<file path="src/hw/sat_pkg.sv">
`default_nettype none

package sat_pkg;

    // variable index width, 64 variables
    // var 0 is reserved as no literal
    localparam int VAR_W = 6;

    // literal positions per clause
    localparam int CLA_LITS = 3;

    // engine tag width, up to 4 engines
    localparam int ENG_W = 2;

    // literal, sign set means negated
    typedef struct packed {
        logic             sign;
        logic [VAR_W-1:0] var_idx;
    } lit_t;

    // clause node as loaded from outside
    // unused positions have their mask bit clear
    typedef struct packed {
        logic [ENG_W-1:0]    eng;
        lit_t [CLA_LITS-1:0] lits;
        logic [CLA_LITS-1:0] mask;
    } node_t;

endpackage

`default_nettype wire

</file>
<file path="src/hw/model_stack.sv">
`timescale 1ns/1ps
`default_nettype none

module model_stack (
    input  logic                      clk,
    input  logic                      rst_n,
    input  logic [sat_pkg::VAR_W-1:0] lookup_var,
    input  logic                      commit_push,
    input  sat_pkg::lit_t             commit_lit,
    output logic                      assigned,
    output logic                      assigned_sign,
    output logic [sat_pkg::VAR_W:0]   depth
);

    localparam int NVAR = 1 << sat_pkg::VAR_W;

    // assignment table, one bit and a sign per variable
    logic [NVAR-1:0] asg;
    logic [NVAR-1:0] sgn;
    // committed literals in order
    sat_pkg::lit_t   stack [NVAR];

    always_ff @(posedge clk) begin
        if (commit_push) begin
            sgn[commit_lit.var_idx]           <= commit_lit.sign;
            stack[depth[sat_pkg::VAR_W-1:0]] <= commit_lit;
        end
        assigned_sign <= sgn[lookup_var];
    end

    always_ff @(posedge clk) begin
        if (!rst_n) begin
            asg      <= '0;
            depth    <= '0;
            assigned <= 1'b0;
        end else begin
            if (commit_push) begin
                asg[commit_lit.var_idx] <= 1'b1;
                depth                   <= depth + 1'b1;
            end
            // lookup result one cycle later
            assigned <= asg[lookup_var];
        end
    end

    // arbiter check must filter repeats
    a_no_reassign: assert property (@(posedge clk) disable iff (!rst_n)
        commit_push |-> !asg[commit_lit.var_idx]);

endmodule

`default_nettype wire

</file>
<file path="config.mk">
export PLATFORM = sky130hd
export DESIGN_NAME = model_stack
export DESIGN_NICKNAME = d
export VERILOG_FILES = /design/src/hw/sat_pkg.sv /design/src/hw/model_stack.sv
export SDC_FILE = /design/constraint.sdc
export NUM_CORES = 1
export LEC_CHECK = 0
export BUFFER_PORTS_ARGS = -buffer_cell sky130_fd_sc_hd__buf_2
export CORE_ASPECT_RATIO = 1.1
export CORE_MARGIN = 5
export CORE_UTILIZATION = 60
export DETAILED_ROUTE_END_ITERATION = 7
export HOLD_SLACK_MARGIN = 0.05
export PLACE_DENSITY_LB_ADDON = 0.15
export RECOVER_POWER = 100
export SLEW_MARGIN = 20
export SYNTH_ARGS = -nofsm -noshare
export SYNTH_HDL_FRONTEND = slang
export SYNTH_SLANG_ARGS = --single-unit
</file>
<file path="constraint.sdc">
create_clock -name clk -period 5.2 [get_ports clk]
set_clock_uncertainty 0.15 [all_clocks]
set_input_delay 0.78 -clock clk [delete_from_list [all_inputs] [get_ports clk]]
set_output_delay 0.78 -clock clk [all_outputs]
set_load 0.02 [all_outputs]
</file>
==> impl_metrics.py, run 1 <==
metrics = {
    "outcome": {
        "status": "finished with violations",
        "violations": "max-capacitance violations, max-slew violations",
    },
    "setup_path": {
        "crit_required_ns": 5.38,
        "arrival_ns": 3.82,
        "path_cells": "clkbuf_1, mux4_1, mux2i_1, o22ai_1, a211oi_1, o32ai_1",
        "crit_fanout": 33,
        "cp-end-kind": "flop",
        "critical_path.top_delay_family": "buffers and inverters",
        "crit_path_start_kind": "input port",
        "path_class": "in -> reg",
        "cpPeakStageDelay_ns": 1.53,
        "worst-path-buf-inv": 1,
        "slowest_stage": "clkbuf_1",
    },
    "yosys": {
        "yosysWarnings": 0,
        "synth_seq_cells": 137,
        "synthesis.nets": 495,
        "synth_top_area_share_pct": 34.13,
        "synthCells": 478,
        "synth.area.top_cells": "edfxtp_1, dfxtp_1, nor2_1",
        "avgSynthCellArea_um2": 11.78,
        "synth_edf_count": 64,
        "synth_area_um2": 5630,
        "ys_seq_area_share_pct": 60.09,
        "async_flop_share_pct": 0,
        "ys.flop_type": "dfxtp_1",
        "synth_cell_type_count": 41,
        "synth_top_area_cell": "edfxtp_1",
    },
    "power": {
        "p_leak_nw": 2.239,
        "seq_power_share_pct": 48.2,
        "switching_power_mw": 0.5093,
        "sw_frac_of_total_pct": 21.46,
        "clkPwrFrac_pct": 46.9,
        "p_int_mw": 1.864,
        "cellPowerDensity_nw_per_um2": 378.1,
        "p_comb_share_pct": 4.9,
        "ir_worst_vdd_mv": 0.2117,
    },
    "global_routing": {
        "grt_pass1_vias": 3634,
        "grt_first_pass_wirelength_mm": 18.89,
        "grt_usage_pct": 22.48,
        "grt_max_degree": 65,
        "antenna_found_initial": 0,
        "grt_overflow": 0,
    },
    "sta": {
        "tightest_slew_ns": 2.506,
        "setup_viol": 0,
        "fin_crit_sh_pct": 69.96,
        "max_freq_mhz": 274.9,
        "fin_ws_ns": 1.562,
        "rsz0062_at_grt": "no",
        "hold_viol": 0,
        "post-route-min-period_ns": 3.638,
        "tns_ns": 0,
        "relSlewSlack_pct": -67.10,
        "maxSlewViolCount": 148,
    },
    "clock_tree": {
        "cts_tree": "built",
        "holdBufCountCts": 0,
        "cts_root_buf": "clkbuf_8",
        "clk_latency_ns": 0.53,
        "cts_resized": 0,
        "htree_levels": 4,
        "path_clk_slew_ns": 0.06,
        "cts.sinks": 137,
        "cts_setup_buffers": 0,
        "cts_made_buffers": 17,
        "clockBufferDepth": 2,
    },
    "floorplan": {
        "initial_core_util_pct": 60.81,
        "die_y_um": 111.6,
        "dieArea_um2": 11420,
        "die_w_um": 102.4,
        "num_io_pins": 25,
        "rows": 37,
        "core_um2": 9259,
    },
    "layout": {
        "area_delta_synth_final_pct": 11.47,
        "nets": 511,
        "final_common_cell": "nor2_1",
        "drive_gt1_share_pct": 11.29,
        "mostFrequentLayoutCells": "nor2_1, dfxtp_1, edfxtp_1",
        "antenna_cells": 0,
    },
    "placed_design": {
        "port_buffers": 24,
        "gp_congestion": 0.7806,
        "pre_cts_slack_ns": 2.013,
        "place.detailed.hpwl_mm": 7.301,
    },
    "route": {
        "drt_wl_total_mm": 11.73,
        "drt_iter0_drc": 278,
        "routed_via_density": 5.799,
        "num_vias": 3607,
        "drc": 0,
        "wl_per_cell_um": 18.86,
        "first_pass_iters": 5,
        "drtAntennaViolNets": 0,
    },
    "run": {
        "drv_cap": 3,
    },
    "min_path": {
        "hold_path_class": "reg -> reg",
    },
}
## final timing paths
path,from,to,slack (ns),depth (start not counted)
worst min-delay path,asg[6],asg[6],0.32,2
worst min register to register,asg[6],asg[6],0.32,2
worst max register to register,asg[26],assigned,3.24,5
worst max-delay path,lookup_var[1],assigned,1.56,6
## synthesized netlist by cell type, types with 3 or more instances
library cell and count:
nor3_1 3, mux2i_1 10, dfxtp_1 73, clkbuf_1 18, nor2_1 200, or3_1 3
nand2_1 11, a21oi_1 3, mux4_2 14, mux2_2 3, nand2b_1 4, nand3b_1 5
nand4_1 4, buf_6 3, nor2b_1 3, nand3_1 7, mux4_1 18, edfxtp_1 64
xor2_1 3
## stage by stage
stage	instance area, um^2	util [%]	total power, mW	hold slack [ns]	cells
final	6276	67.78	2.373	0.3168	622
after global routing	6276	67.78	2.446	0.3424	622
after CTS	6297	68.01	2.380	0.3178	622
after detailed placement	5756	62.16	1.282	0.3051	592
after global placement	5756	62.16	1.279	0.2922	592
after floorplan	5630	-	1.248	0.2816	478
## metal layers
layer | global-route usage (%) | share of wire [%] | wire (um) | vias up
met5 | 0 | 0 | 0 | -
met4 | 9.186 | 2.5 | 294 | 0
met3 | 5.702 | 6.0 | 705 | 27
met2 | 36.54 | 50 | 5909 | 110
met1 | 28.63 | 41 | 4822 | 1758
li1 | - | - | - | 1712
## area by class of cell
type	count	area, um^2
well taps	117	146.4
flip-flops and latches	137	3383
fillers	707	2983
clock buffers	21	439.2
inverters	2	7.507
multi-input cells	311	2091
clock inverters	9	102.6
repair buffers	25	106.4
## worst register-to-register path, stage by stage, from the launching register on
cell      delay (ns)
dfxtp_1         0.33
mux4_1          0.50
mux2i_1         0.20
o22ai_1         0.11
a211oi_1        0.35
o32ai_1         0.12
## logic make-up (layout without fill, tap and decap cells)
kind of cell | count (synthesis) | in the layout | share of synthesized area (%)
adders and majority gates | 1 | 1 | 0.2222
and+or+nand+nor | 246 | 246 | 17.98
buffers and inverters | 30 | 57 | 2.777
xor gates and xnor gates | 4 | 4 | 0.6223
muxes | 45 | 45 | 16.38
AOI/OAI and AO/OA | 15 | 15 | 1.934
DFF | 137 | 137 | 60.09
## power groups by stage
| stage | logic [mW] | registers, mW | clock network (mW) |
|---|---|---|---|
| CTS | 0.117 | 1.14 | 1.12 |
| global placement | 0.114 | 1.17 | 0 |
| floorplan | 0.0795 | 1.17 | 0 |
| finish | 0.115 | 1.14 | 1.11 |
| global route | 0.126 | 1.14 | 1.18 |
| detailed placement | 0.116 | 1.17 | 0 |
## state kept, by name, indices dropped and copies added (netlist names)
signal and count:
sgn 64, asg 64, assigned_sign 1, assigned 1, depth 7
Note: power is estimated with default switching activity, not from simulation.
==> run 2: changes to the inputs <==
==> constraint.sdc (replaced) <==
create_clock -name clk -period 3.5 [get_ports clk]
set_clock_uncertainty 0.15 [all_clocks]
set_input_delay 0.525 -clock clk [delete_from_list [all_inputs] [get_ports clk]]
set_output_delay 0.525 -clock clk [all_outputs]
set_load 0.02 [all_outputs]
==> run 2 against run 1 <==
  * Global-route usage increased by 0.56 points
  * Sequential cell count unchanged
  * Core utilization increased by 0.095 points
  * Total power increased by 44%
  * Worst hold slack got worse by 0.15 ns
  * The run still ends with max-capacitance violations, max-slew violations left
  * Setup slack got worse by 0.52 ns
  * Wire length increased by 2.8%
  * Combinational power increased by 50%
  * Die area unchanged
==> impl_metrics.py, run 2 (same netlist as run 1, synthesis figures left out) <==
metrics = {
    "outcome": {
        "status": "finished with violations",
        "violations": "max-capacitance violations, max-slew violations",
    },
    "sta": {
        "post-route-min-period_ns": 2.458,
        "relSlewSlack_pct": -63.37,
        "rsz0062_at_grt": "no",
        "tns_ns": 0,
        "maxSlewViolCount": 114,
        "whs_ns": 0.1622,
        "tightest_slew_ns": 2.450,
        "fin_crit_sh_pct": 70.24,
        "hold_viol": 0,
        "max_freq_mhz": 406.8,
        "setup_viol": 0,
    },
    "clock_tree": {
        "cts_tree": "built",
        "cts_made_buffers": 17,
        "clk_latency_ns": 0.53,
        "cts.sinks": 137,
        "path_clk_slew_ns": 0.06,
        "htree_levels": 4,
        "holdBufCountCts": 0,
        "cts_root_buf": "clkbuf_8",
        "cts_resized": 0,
        "cts_setup_buffers": 0,
        "clockBufferDepth": 2,
    },
    "global_routing": {
        "grt_first_pass_wirelength_mm": 19.35,
        "grt_pass1_vias": 3687,
        "grt_overflow": 0,
        "grt_usage_pct": 23.04,
        "grt_max_degree": 65,
        "antenna_found_initial": 0,
    },
    "route": {
        "drtAntennaViolNets": 0,
        "wl_per_cell_um": 19.21,
        "routed_via_density": 5.787,
        "drc": 0,
        "num_vias": 3634,
        "drt_wl_total_mm": 12.07,
        "drt_iter0_drc": 251,
        "first_pass_iters": 4,
    },
    "setup_path": {
        "cp-end-kind": "flop",
        "worst-path-buf-inv": 1,
        "path_class": "in -> reg",
        "path_cells": "clkbuf_1",
        "cpPeakStageDelay_ns": 1.70,
        "crit_required_ns": 3.32,
        "crit_fanout": 64,
        "slowest_stage": "clkbuf_1",
        "arrival_ns": 2.28,
        "critical_path.top_delay_family": "buffers and inverters",
        "crit_path_start_kind": "input port",
    },
    "floorplan": {
        "core_um2": 9259,
        "die_w_um": 102.4,
        "num_io_pins": 25,
        "rows": 37,
        "dieArea_um2": 11420,
        "die_y_um": 111.6,
        "initial_core_util_pct": 60.81,
    },
    "layout": {
        "reg.largest.list": "asg x64, sgn x64, depth x7",
        "nets": 515,
        "area_delta_synth_final_pct": 11.62,
        "mostFrequentLayoutCells": "nor2_1, dfxtp_1, edfxtp_1",
        "fillers": 716,
        "final_common_cell": "nor2_1",
        "drive_gt1_share_pct": 12.52,
        "final_core_util_pct": 67.88,
        "antenna_cells": 0,
    },
    "run": {
        "drv_cap": 2,
    },
    "placed_design": {
        "gp_congestion": 0.8092,
        "port_buffers": 24,
        "place.detailed.hpwl_mm": 7.876,
    },
    "power": {
        "ir_worst_vdd_mv": 0.3868,
        "p_leak_nw": 2.253,
        "cellPowerDensity_nw_per_um2": 545.5,
    },
    "min_path": {
        "hold_path_class": "in -> reg",
    },
}
run 2: metal layers:
metal	part of all wire (%)	GRT usage [%]	up-vias	routed length, um
met3	5.4	5.639	21	653
li1	-	-	1735	-
met4	2.2	9.361	0	265
met5	0	0	-	0
met1	42	30.14	1773	5053
met2	51	36.80	105	6094
run 2: path summary, 6_finish.rpt:
check / endpoint / from / slack (ns) / cells after the start
worst max-delay path: sgn[37] / commit_lit[6] / 1.04 / 1
worst min-delay path: assigned / lookup_var[5] / 0.16 / 2
worst max register to register: assigned_sign / sgn[34] / 1.66 / 4
worst min register to register: asg[1] / asg[1] / 0.32 / 2
run 2: through the flow:
step	area, um^2	setup WS [ns]	power [mW]	instances
6_report	6285	1.042	3.428	628
5_1_grt	6285	0.7825	3.550	628
4_1_cts	6309	1.459	3.451	628
3_5_place_dp	5786	0.9063	1.908	596
3_3_place_gp	5786	0.9381	1.905	596
2_1_floorplan	5630	1.364	1.854	478
run 2: report_power, final:
part	leakage (nW)	total [mW]	switching, mW	internal (mW)
logic	0.833	0.173	0.112	0.0603
clock network	0.255	1.56	0.651	0.905
registers	1.17	1.70	0.00816	1.69
total	2.25	3.43	0.771	2.66
run 2: final cells by class:
class,instances,area [um^2],share of cell area (%)
clock buffer,21,449.2,7.147
clock inverter,11,73.82,1.175
inverter,2,7.507,0.1195
multi-input combinational,311,2091,33.27
sequential,137,3383,53.83
tap,117,146.4,2.329
timing repair buffer,29,133.9,2.130
