**config.mk**
```make
export PLATFORM = sky130hd
export DESIGN_NAME = bcp_engine
export DESIGN_NICKNAME = d
export VERILOG_FILES = /design/src/hw/sat_pkg.sv /design/src/hw/lit_fifo.sv /design/src/hw/scan_counter.sv /design/src/hw/bcp_engine.sv
export SDC_FILE = /design/constraint.sdc
export NUM_CORES = 1
export LEC_CHECK = 0
export BUFFER_PORTS_ARGS = -buffer_cell sky130_fd_sc_hd__buf_2
export CAP_MARGIN = 20
export CORE_ASPECT_RATIO = 1.25
export CORE_MARGIN = 2
export CORE_UTILIZATION = 25
export CTS_CLUSTER_DIAMETER = 50
export DETAILED_ROUTE_END_ITERATION = 8
export HOLD_SLACK_MARGIN = 0.08
export SLEW_MARGIN = 10
export SYNTH_ARGS = -nofsm -noshare
export SYNTH_HDL_FRONTEND = slang
export SYNTH_SLANG_ARGS = --single-unit
```
**constraint.sdc**
```tcl
create_clock -name clk -period 5.05 [get_ports clk]
set_clock_uncertainty 0.15 [all_clocks]
set_input_delay 0.7575 -clock clk [delete_from_list [all_inputs] [get_ports clk]]
set_output_delay 0.7575 -clock clk [all_outputs]
set_load 0.02 [all_outputs]
```
**src/hw/sat_pkg.sv**
```systemverilog
`default_nettype none

package sat_pkg;

    // variable index width, 64 variables
    // var 0 is reserved as no literal
    localparam int VAR_W = 6;

    // literal positions per clause
    localparam int CLA_LITS = 3;

    // engine tag width, up to 4 engines
    localparam int ENG_W = 2;

    // literal, sign set means negated
    typedef struct packed {
        logic             sign;
        logic [VAR_W-1:0] var_idx;
    } lit_t;

    // clause node as loaded from outside
    // unused positions have their mask bit clear
    typedef struct packed {
        logic [ENG_W-1:0]    eng;
        lit_t [CLA_LITS-1:0] lits;
        logic [CLA_LITS-1:0] mask;
    } node_t;

endpackage

`default_nettype wire

```
**src/hw/lit_fifo.sv**
```systemverilog
`timescale 1ns/1ps
`default_nettype none

module lit_fifo #(
    parameter int  DEPTH  = 4,
    parameter type item_t = sat_pkg::lit_t
) (
    input  logic  clk,
    input  logic  rst_n,
    input  logic  push,
    input  item_t din,
    input  logic  pop,
    output item_t dout,
    output logic  full,
    output logic  empty
);

    localparam int PTR_W = (DEPTH > 1) ? $clog2(DEPTH) : 1;

    item_t            mem [DEPTH];
    logic [PTR_W-1:0] wr_ptr;
    logic [PTR_W-1:0] rd_ptr;
    logic [PTR_W:0]   count;

    // pointer step with wrap, depth need not be a power of two
    function automatic logic [PTR_W-1:0] bump(input logic [PTR_W-1:0] p);
        return (p == PTR_W'(DEPTH - 1)) ? '0 : p + 1'b1;
    endfunction

    assign full  = (count == (PTR_W + 1)'(DEPTH));
    assign empty = (count == '0);
    // head is visible without a pop
    assign dout  = mem[rd_ptr];

    always_ff @(posedge clk) begin
        if (push) begin
            mem[wr_ptr] <= din;
        end
    end

    always_ff @(posedge clk) begin
        if (!rst_n) begin
            wr_ptr <= '0;
            rd_ptr <= '0;
            count  <= '0;
        end else begin
            if (push) begin
                wr_ptr <= bump(wr_ptr);
            end
            if (pop) begin
                rd_ptr <= bump(rd_ptr);
            end
            // simultaneous push and pop keeps the count
            case ({push, pop})
                2'b10:   count <= count + 1'b1;
                2'b01:   count <= count - 1'b1;
                default: count <= count;
            endcase
        end
    end

    // producer must watch full, consumer must watch empty
    a_no_overflow: assert property (@(posedge clk) disable iff (!rst_n) push |-> !full);
    a_no_underflow: assert property (@(posedge clk) disable iff (!rst_n) pop |-> !empty);

endmodule

`default_nettype wire

```
**src/hw/scan_counter.sv**
```systemverilog
`timescale 1ns/1ps
`default_nettype none

module scan_counter #(
    parameter int CLQ_DEPTH = 8
) (
    input  logic                         clk,
    input  logic                         rst_n,
    input  logic                         start,
    input  logic                         enable,
    output logic [$clog2(CLQ_DEPTH)-1:0] slot,
    output logic                         running,
    output logic                         done
);

    localparam int SLOT_W = $clog2(CLQ_DEPTH);
    localparam logic [SLOT_W-1:0] LAST = SLOT_W'(CLQ_DEPTH - 1);

    // last slot handled this cycle
    assign done = running && enable && (slot == LAST);

    always_ff @(posedge clk) begin
        if (!rst_n) begin
            slot    <= '0;
            running <= 1'b0;
        end else if (start) begin
            slot    <= '0;
            running <= 1'b1;
        end else if (running && enable) begin
            // stalled cycles hold the slot
            if (slot == LAST) begin
                running <= 1'b0;
            end else begin
                slot <= slot + 1'b1;
            end
        end
    end

    a_slot_range: assert property (@(posedge clk) disable iff (!rst_n)
        running |-> (slot < CLQ_DEPTH));

endmodule

`default_nettype wire

```
**src/hw/bcp_engine.sv**
```systemverilog
`timescale 1ns/1ps
`default_nettype none

module bcp_engine #(
    parameter int ENG_ID    = 0,
    parameter int CLQ_DEPTH = 8,
    parameter int UCQ_DEPTH = 4
) (
    input  logic           clk,
    input  logic           rst_n,
    input  sat_pkg::node_t clause_node,
    input  logic           clause_push,
    input  sat_pkg::lit_t  bcast_lit,
    input  logic           bcast_push,
    input  logic           ucq_in_pop,
    output logic           clause_full,
    output logic           ucq_out_full,
    output sat_pkg::lit_t  ucq_in_lit,
    output logic           ucq_in_empty,
    output logic           conflict,
    output logic           busy
);

    localparam int SLOT_W = $clog2(CLQ_DEPTH);
    localparam int NL     = sat_pkg::CLA_LITS;

    // clause load path
    logic           clq_push;
    logic           clq_pop;
    logic           clq_empty;
    sat_pkg::node_t clq_dout;
    logic           load_pend;
    sat_pkg::node_t load_node;
    logic [SLOT_W:0] fill_cnt;
    logic [SLOT_W-1:0] fill_idx;

    // broadcast path
    logic          out_pop;
    logic          out_empty;
    sat_pkg::lit_t out_dout;
    sat_pkg::lit_t cur_lit;
    logic          upd;

    // scan
    logic [SLOT_W-1:0] slot;
    logic              running;
    logic              done;
    logic              scan_en;
    logic              in_full;

    // clause store and per slot status
    sat_pkg::node_t       store [CLQ_DEPTH];
    logic [CLQ_DEPTH-1:0] occ;
    logic [CLQ_DEPTH-1:0] sat;
    logic [CLQ_DEPTH-1:0] emit;
    logic [NL-1:0]        fls [CLQ_DEPTH];

    // current slot evaluation
    sat_pkg::node_t cur_node;
    logic [1:0]     free_cnt;
    sat_pkg::lit_t  unit_lit;
    logic           cur_sat;
    logic           slot_live;
    logic           in_push;
    logic           conf_hit;

    // only nodes tagged for this engine
    assign clq_push = clause_push && (clause_node.eng == sat_pkg::ENG_W'(ENG_ID));
    assign clq_pop  = !clq_empty;
    assign fill_idx = fill_cnt[SLOT_W-1:0];

    lit_fifo #(.DEPTH(UCQ_DEPTH), .item_t(sat_pkg::node_t)) i_clq (
        .clk(clk), .rst_n(rst_n),
        .push(clq_push), .din(clause_node), .pop(clq_pop),
        .dout(clq_dout), .full(clause_full), .empty(clq_empty)
    );

    // broadcast literals from the arbiter
    lit_fifo #(.DEPTH(UCQ_DEPTH), .item_t(sat_pkg::lit_t)) i_ucq_out (
        .clk(clk), .rst_n(rst_n),
        .push(bcast_push), .din(bcast_lit), .pop(out_pop),
        .dout(out_dout), .full(ucq_out_full), .empty(out_empty)
    );

    // unit literals toward the arbiter
    lit_fifo #(.DEPTH(UCQ_DEPTH), .item_t(sat_pkg::lit_t)) i_ucq_in (
        .clk(clk), .rst_n(rst_n),
        .push(in_push), .din(unit_lit), .pop(ucq_in_pop),
        .dout(ucq_in_lit), .full(in_full), .empty(ucq_in_empty)
    );

    // scan stalls while the unit queue is full
    assign scan_en = !in_full;

    scan_counter #(.CLQ_DEPTH(CLQ_DEPTH)) i_scan (
        .clk(clk), .rst_n(rst_n),
        .start(upd), .enable(scan_en),
        .slot(slot), .running(running), .done(done)
    );

    // next literal may be taken on the last scan cycle
    assign out_pop = !out_empty && !upd && (!running || done);

    always_ff @(posedge clk) begin
        if (out_pop) begin
            cur_lit <= out_dout;
        end
        if (clq_pop) begin
            load_node <= clq_dout;
        end
        // overflow nodes are dropped
        if (load_pend && (fill_cnt < CLQ_DEPTH)) begin
            store[fill_idx] <= load_node;
        end
    end

    always_ff @(posedge clk) begin
        if (!rst_n) begin
            upd       <= 1'b0;
            load_pend <= 1'b0;
            fill_cnt  <= '0;
        end else begin
            upd       <= out_pop;
            load_pend <= clq_pop;
            if (load_pend && (fill_cnt < CLQ_DEPTH)) begin
                fill_cnt <= fill_cnt + 1'b1;
            end
        end
    end

    // count positions not yet false in the scanned slot
    assign cur_node = store[slot];

    always_comb begin
        free_cnt = '0;
        unit_lit = '0;
        cur_sat  = 1'b0;
        for (int p = 0; p < NL; p++) begin
            if (cur_node.mask[p] && !fls[slot][p]) begin
                free_cnt = free_cnt + 1'b1;
                unit_lit = cur_node.lits[p];
            end
            // slot holds the literal being scanned for
            if (cur_node.mask[p] && (cur_node.lits[p] == cur_lit)) begin
                cur_sat = 1'b1;
            end
        end
    end

    assign slot_live = running && scan_en && occ[slot] && !sat[slot] && !emit[slot];
    assign in_push   = slot_live && (free_cnt == 2'd1);
    assign conf_hit  = slot_live && (free_cnt == 2'd0);

    always_ff @(posedge clk) begin
        if (!rst_n) begin
            occ      <= '0;
            sat      <= '0;
            emit     <= '0;
            conflict <= 1'b0;
            for (int s = 0; s < CLQ_DEPTH; s++) begin
                fls[s] <= '0;
            end
        end else begin
            // one cycle marks every slot against the new literal
            if (upd) begin
                for (int s = 0; s < CLQ_DEPTH; s++) begin
                    for (int p = 0; p < NL; p++) begin
                        if (occ[s] && store[s].mask[p] &&
                            (store[s].lits[p].var_idx == cur_lit.var_idx)) begin
                            if (store[s].lits[p].sign == cur_lit.sign) begin
                                sat[s] <= 1'b1;
                            end else begin
                                fls[s][p] <= 1'b1;
                            end
                        end
                    end
                end
            end
            if (in_push) begin
                emit[slot] <= 1'b1;
            end
            if (conf_hit) begin
                conflict <= 1'b1;
            end
            // fresh slot starts with clean status
            if (load_pend && (fill_cnt < CLQ_DEPTH)) begin
                occ[fill_idx]  <= 1'b1;
                sat[fill_idx]  <= 1'b0;
                emit[fill_idx] <= 1'b0;
                fls[fill_idx]  <= '0;
            end
        end
    end

    assign busy = !clq_empty || load_pend || !out_empty || upd || running || !ucq_in_empty;

    // a slot satisfied by the current literal never emits a unit
    a_unit_unsat: assert property (@(posedge clk) disable iff (!rst_n)
        in_push |-> !cur_sat);

endmodule

`default_nettype wire

```
==> results of run 1 <==
## layer usage
layer | GRT usage [%] | part of all wire, % | wire length, microns
met1 | 14.2 | 41 | 20200
met4 | 4.56 | 3.4 | 1660
met5 | 0 | 0 | 0
met2 | 21.3 | 51 | 25100
met3 | 2.27 | 4.9 | 2400
## sequential cells by signal, indices dropped and copies added, names as in the netlist, 3 cells and up, named ones only
name,count
fill_cnt,4
i_clq.mem,96
i_ucq_out.mem,28
sat,8
store,192
load_node,24
i_ucq_in.mem,28
fls,24
occ,8
emit,8
i_clq.count,3
i_scan.slot,3
i_ucq_out.count,3
i_ucq_in.count,3
cur_lit,7
## power by group
| part | total [mW] | internal (mW) | switching, mW |
|---|---|---|---|
| Clock | 3.33 | 1.84 | 1.49 |
| Sequential | 5.43 | 4.80 | 0.628 |
| Combinational | 2.86 | 1.25 | 1.62 |
## path summary, 6_finish.rpt
path	to	slack, ns	cells past startpoint
setup / recovery	i_ucq_in.count[2]$_SDFFE_PN0P_	0.94	13
hold / removal	i_clq.mem[3][3]$_DFFE_PP_	0.23	1
setup reg to reg	i_ucq_in.count[2]$_SDFFE_PN0P_	0.94	13
hold reg to reg	fls[5][2]$_SDFFE_PP0P_	0.32	2
## layout make-up
cell class | count | share of cell area (%)
Sequential cell | 460 | 56.3
Multi-Input combinational cell | 729 | 28.5
Tap cell | 1053 | 5.72
Clock buffer | 59 | 5.30
Timing Repair Buffer | 87 | 2.31
Clock inverter | 27 | 1.10
Inverter | 43 | 0.712
## synthesized netlist by cell type (22+ instances only)
master    number
buf_2         26
nor2b_1       22
inv_1         42
clkbuf_1      27
xnor2_1       73
nor2_1        54
ha_1          23
dfxtp_1       85
edfxtp_1     375
nand2_1       53
xor2_1       115
mux4_2        82
mux2i_1       31
## cell families after synthesis
family                   count (synthesis)
adder cells (fa/ha/maj)                 26
buffers and inverters                  107
flip-flops                             460
AND/OR/NAND/NOR                        270
AO/OA/AOI/OAI                          132
XOR/XNOR                               188
multiplexers                           113
## cell usage in the layout (no fill, tap or decap), types with 18 or more instances in the layout
| master | instances |
|---|---|
| buf_2 | 50 |
| buf_4 | 35 |
| clkbuf_16 | 46 |
| dfxtp_1 | 82 |
| edfxtp_1 | 375 |
| ha_1 | 23 |
| inv_1 | 40 |
| mux2i_1 | 31 |
| mux4_2 | 82 |
| nand2_1 | 53 |
| nor2_1 | 50 |
| nor2b_1 | 22 |
| nor4_1 | 20 |
| o21a_1 | 20 |
| o21ai_0 | 18 |
| xnor2_1 | 73 |
| xor2_1 | 115 |
## critical path: stages, from the launching register on
cell	delay, ns
dfxtp_4	0.65
buf_4	0.59
or3b_1	0.21
a32oi_1	0.12
o22ai_1	0.31
nor4_2	0.08
o21ba_4	0.27
inv_4	0.13
ha_1	0.20
inv_1	0.07
fa_1	0.43
xor2_1	0.17
or3_1	0.33
a21boi_0	0.24
==> results.cfg, run 1 <==
[placed_design]
place.gp.congestion = 0.899
place_area_sq_um = 21500
port_buffers = 49
dp.cells = 2370
dp_hpwl_microns = 34400
pre_cts_slack_ns = 0.964

[yosys]
synthAdderAreaFrac_pct = 1.74
synth_edf_count = 375
yosys_warnings = 0
muxShareOfSynthArea_pct = 10.8
synth_fp_nets = 1360
synth.area.top_cells = edfxtp_1 (56%), mux4_2 (9.2%), dfxtp_1 (8.5%)
synth_top_family_by_area = multiplexers
synthesis.area_sq_um = 20000
yosysTopAreaCellShare_pct = 56.4
yosys_register_bits = 460
seq_area_frac_synth_pct = 64.9
postSynthAreaPerCell_sq_um = 15.4
synth_compound_area_share_pct = 4.85
synthCells = 1296
synth_xor_area_share_pct = 8.24
ys.flop_type = edfxtp_1
netlist-cell-type-count = 65
async_reset_ff_share_pct = 0
yosys.area.top_type = edfxtp_1
synth-simple-area-share_pct = 7.16

[clock_tree]
cts_made_buffers = 46
cts_setup_buffers = 0
insertion_delay_ns = 0.61
root_buffer = clkbuf_16
cts_num_sinks = 460
clk_path_buf_depth = 3
cts_hold_buffers = 0
cts-resized-gates = 0
h-tree-depth = 2
tritoncts = yes
path_clk_slew_ns = 0.06

[sta]
layout_setup_ws_ns = 0.939
max_freq_ghz = 0.243
max-slew-margin-rel_pct = 33.3
maxSlewViolCount = 0
rsz0062_at_grt = no
setup_tns_ns = 0
holdWs_ns = 0.232
worst_slew_pin_slew_ns = 1.00
hold_violations = 0
fin_crit_sh_pct = 81.4
final-setup-viol-count = 0
post-route-min-period_ns = 4.11

[cells_and_area]
multi_input_area_sq_um = 6570
ff_latch_area_sq_um = 13000
syn_to_final_growth_pct = 15.3
layout-drive-gt1-share_pct = 19.0
fill_cells = 7899
final_area_sq_um = 23000
post-route-util_pct = 29.2
fin_nets = 1431
instances_no_fill = 2458
diodes = 0

[setup_path]
start_kind = flip-flop
arrival_ns = 4.45
endpoint_kind = flip-flop
cp.required_ns = 5.39
critPathMaxFanout = 34
critical_path_class = flip-flop to flip-flop

[pwr]
power_mw = 11.6
p_leak_nw = 7.28
vdd_drop_max_v = 0.000258
cellPowerDensity_nw_per_um2 = 505

[detailed_routing]
routed_wirelength_microns = 49300
first_pass_iters = 5
drt_drc_violations_left = 0
vias = 11100
drtIter0Drc = 819
post_drt_wl_per_cell_microns = 20.1
via_per_inst = 4.50
antenna_left = 0

[floorplan]
start_util_pct = 25.3
rows = 115
core_area_sq_um = 78900
die_area_sq_um = 82200
die_w_microns = 257
io_pins = 50
dieHeight_microns = 320

[worst_hold_path]
worst_hold_startpoint = clause_node[3]
hold_path_class = primary input to flip-flop

[global_route]
first_global_vias = 11600
grt_pass1_wl_microns = 74100
overflow = 0
grt_use_total_pct = 12.0
antenna_found_initial = 1
grt_max_degree = 54

[job]
drv_cap = 0

[outcome]
status = finished, final reports clean
(Power assumes the default switching activity.)
==> run 2: changes to the inputs <==
Settings changed: ABC_AREA set to 1.
Clock period 5.05 ns to 3.6 ns, I/O delays scaled along.
==> run 2 against run 1 <==
  * Sequential share of layout area fell by 2.5 points
  * Fmax rose by 24%
  * Clock power rose by 56%
  * Hold slack got worse by 0.11 ns
  * Critical endpoint unchanged
==> results.cfg, run 2 <==
[outcome]
status = finished, final reports clean

[clock_tree]
h-tree-depth = 2
clk_path_buf_depth = 3
cts_made_buffers = 50
root_buffer = clkbuf_16
cts_num_sinks = 460
insertion_delay_ns = 0.62
cts_setup_buffers = 0
path_clk_slew_ns = 0.06
tritoncts = yes

[pwr]
vdd_drop_max_v = 0.000355
cellPowerDensity_nw_per_um2 = 761
p_leak_nw = 8.57

[sta]
max-slew-margin-rel_pct = 32.3
worst_slew_pin_slew_ns = 1.01
setup_tns_ns = 0
post-route-min-period_ns = 3.31
maxSlewViolCount = 0
fin_crit_sh_pct = 91.9
max_freq_ghz = 0.302
hold_violations = 0
rsz0062_at_grt = no
final-setup-viol-count = 0

[setup_path]
start_kind = flip-flop
critPathMaxFanout = 17
critical_path_class = flip-flop to flip-flop
crit_family = adder cells
r2r_slack_ns = 0.29
cp_common_cell = nand3_1
cpPeakStageDelay_ns = 0.44
crit_slowest_cell = fa_1
cp.required_ns = 3.94
crit_buf_inv = 2
crit_path_cell_trace = inv_4, nand3_1, nand3_1, nand3_1, nand2_1, ha_2, xor2_4, nand2_1, ha_1, inv_1, fa_1, a21oi_1, o21ai_0, o21ai_0, a21oi_1
endpoint_kind = flip-flop
arrival_ns = 3.65

[global_route]
overflow = 0
grt_max_degree = 50
top_usage_layer = met2
first_global_vias = 14200
met3_usage_pct = 2.31
antenna_found_initial = 0
grt_use_total_pct = 13.7
grtUsageMet1_pct = 16.7
use_met2_pct = 23.3
grt_pass1_wl_microns = 87000

[placed_design]
dp.cells = 3041
dp_hpwl_microns = 40100
place.gp.congestion = 0.914
port_buffers = 49

[cells_and_area]
syn_to_final_growth_pct = 18.0
layout_common_cells = edfxtp_1 (375), nand2_1 (227), nor2_1 (221)
multi_input_area_sq_um = 6310
layout_commonest_cell = edfxtp_1
ff_latch_area_sq_um = 13000
fill_cells = 8440
instances_no_fill = 3167
fin_nets = 2117
largest_reg_flops = 192
layout-drive-gt1-share_pct = 10.6
top_regs = store: 192 flops, i_clq.mem: 96 flops
regMostFlops = store

[yosys]
yosys_register_bits = 460
synth_top_family_by_area = simple AND/OR/NAND/NOR gates
yosys.area.top_type = edfxtp_1
synthCells = 1954
synth_compound_area_share_pct = 11.5
async_reset_ff_share_pct = 0
synth.most_common_cell = edfxtp_1
netlist-cell-type-count = 41
ys.flop_type = edfxtp_1
muxShareOfSynthArea_pct = 0
synth_xor_area_share_pct = 4.04
yosys_warnings = 0
synthAdderAreaFrac_pct = 1.70
postSynthAreaPerCell_sq_um = 10.4
synthesis.area_sq_um = 20400
yosys-top-cells-count = edfxtp_1 (375), nor2_1 (230), nand2_1 (227)
seq_area_frac_synth_pct = 63.5
synth_edf_count = 375
synth_fp_nets = 2018
synth-simple-area-share_pct = 13.6
yosysTopAreaCellShare_pct = 55.2
synth.area.top_cells = edfxtp_1 (55%), dfxtp_1 (8.3%), o21ai_0 (5.0%)

[floorplan]
rows = 117
dieHeight_microns = 324
die_area_sq_um = 84000
start_util_pct = 25.1
core_area_sq_um = 81200
die_w_microns = 260
io_pins = 50

[detailed_routing]
first_pass_iters = 8
vias = 14900
drt_drc_violations_left = 0
routed_wirelength_microns = 58300
antenna_left = 0
drtIter0Drc = 1316
post_drt_wl_per_cell_microns = 18.4
via_per_inst = 4.69

[job]
drv_cap = 0

[worst_hold_path]
hold_path_class = primary input to flip-flop
## run 2: kinds of logic after synthesis
| group | count (synthesis) |
|---|---|
| flops | 460 |
| xor+xnor | 92 |
| buf+inv | 285 |
| fa+ha+maj | 26 |
| compound gates | 439 |
| simple gates | 652 |
## run 2: power by group
group	leakage, nW	internal (mW)	switching [mW]
Clock	0.824	2.91	2.31
Combinational	3.63	1.66	3.86
Sequential	4.11	6.90	0.719
Total	8.57	11.5	6.88
## run 2: layer usage
metal | vias up | part of all wire (%)
li1 | 6997 | -
met1 | 7114 | 41
met2 | 619 | 48
met3 | 139 | 6.7
met4 | 0 | 4.7
met5 | - | 0
## run 2: cell type report
type	count	area share (%)
well taps	1071	5.56
diodes	1	0.0104
multi-input cells	1209	26.2
flip-flops and latches	460	53.8
clock inverters	35	1.53
repair buffers	141	4.33
inverters	191	2.99
clock buffers	59	5.59
## run 2: worst paths after layout
path                                  from                             end  cells after the start
setup / recovery                 flip-flop  i_ucq_in.count[2]$_SDFFE_PN0P_                     15
hold reg to reg   fill_cnt[3]$_SDFFE_PN0P_        fill_cnt[3]$_SDFFE_PN0P_                      2
hold / removal                  ucq_in_pop                       flip-flop                      3
setup reg to reg                 flip-flop  i_ucq_in.count[2]$_SDFFE_PN0P_                     15
## run 2: worst register-to-register path, delay by kind of cell (launching register included)
| family | cells | cell delay [ns] |
|---|---|---|
| compound gates | 4 | 0.48 |
| xor+xnor | 1 | 0.19 |
| fa+ha+maj | 3 | 0.98 |
| buf+inv | 2 | 0.28 |
| flops | 1 | 0.41 |
| simple gates | 5 | 0.68 |
## run 2: metrics by stage
stage / worst slack [ns] / total power [mW] / hold WS (ns) / utilization [%] / instance area (sq um)
finish: 0.290 / 18.3 / 0.119 / 29.7 / 24100
floorplan: 0.507 / 11.0 / 0.280 / - / 20400
global placement: 0.264 / 13.1 / 0.288 / 27.2 / 22100
detailed placement: 0.231 / 13.1 / 0.299 / 27.2 / 22100
global route: 0.0138 / 19.2 / 0.162 / 29.7 / 24100
CTS: 0.200 / 18.4 / 0.101 / 29.6 / 24100
## run 2: repair_timing
action	4_1_cts	5_1_grt
endpoints found under the hold margin	124	0
gates resized for setup	0	4
hold buffers	31	0
setup endpoints to repair	0	1
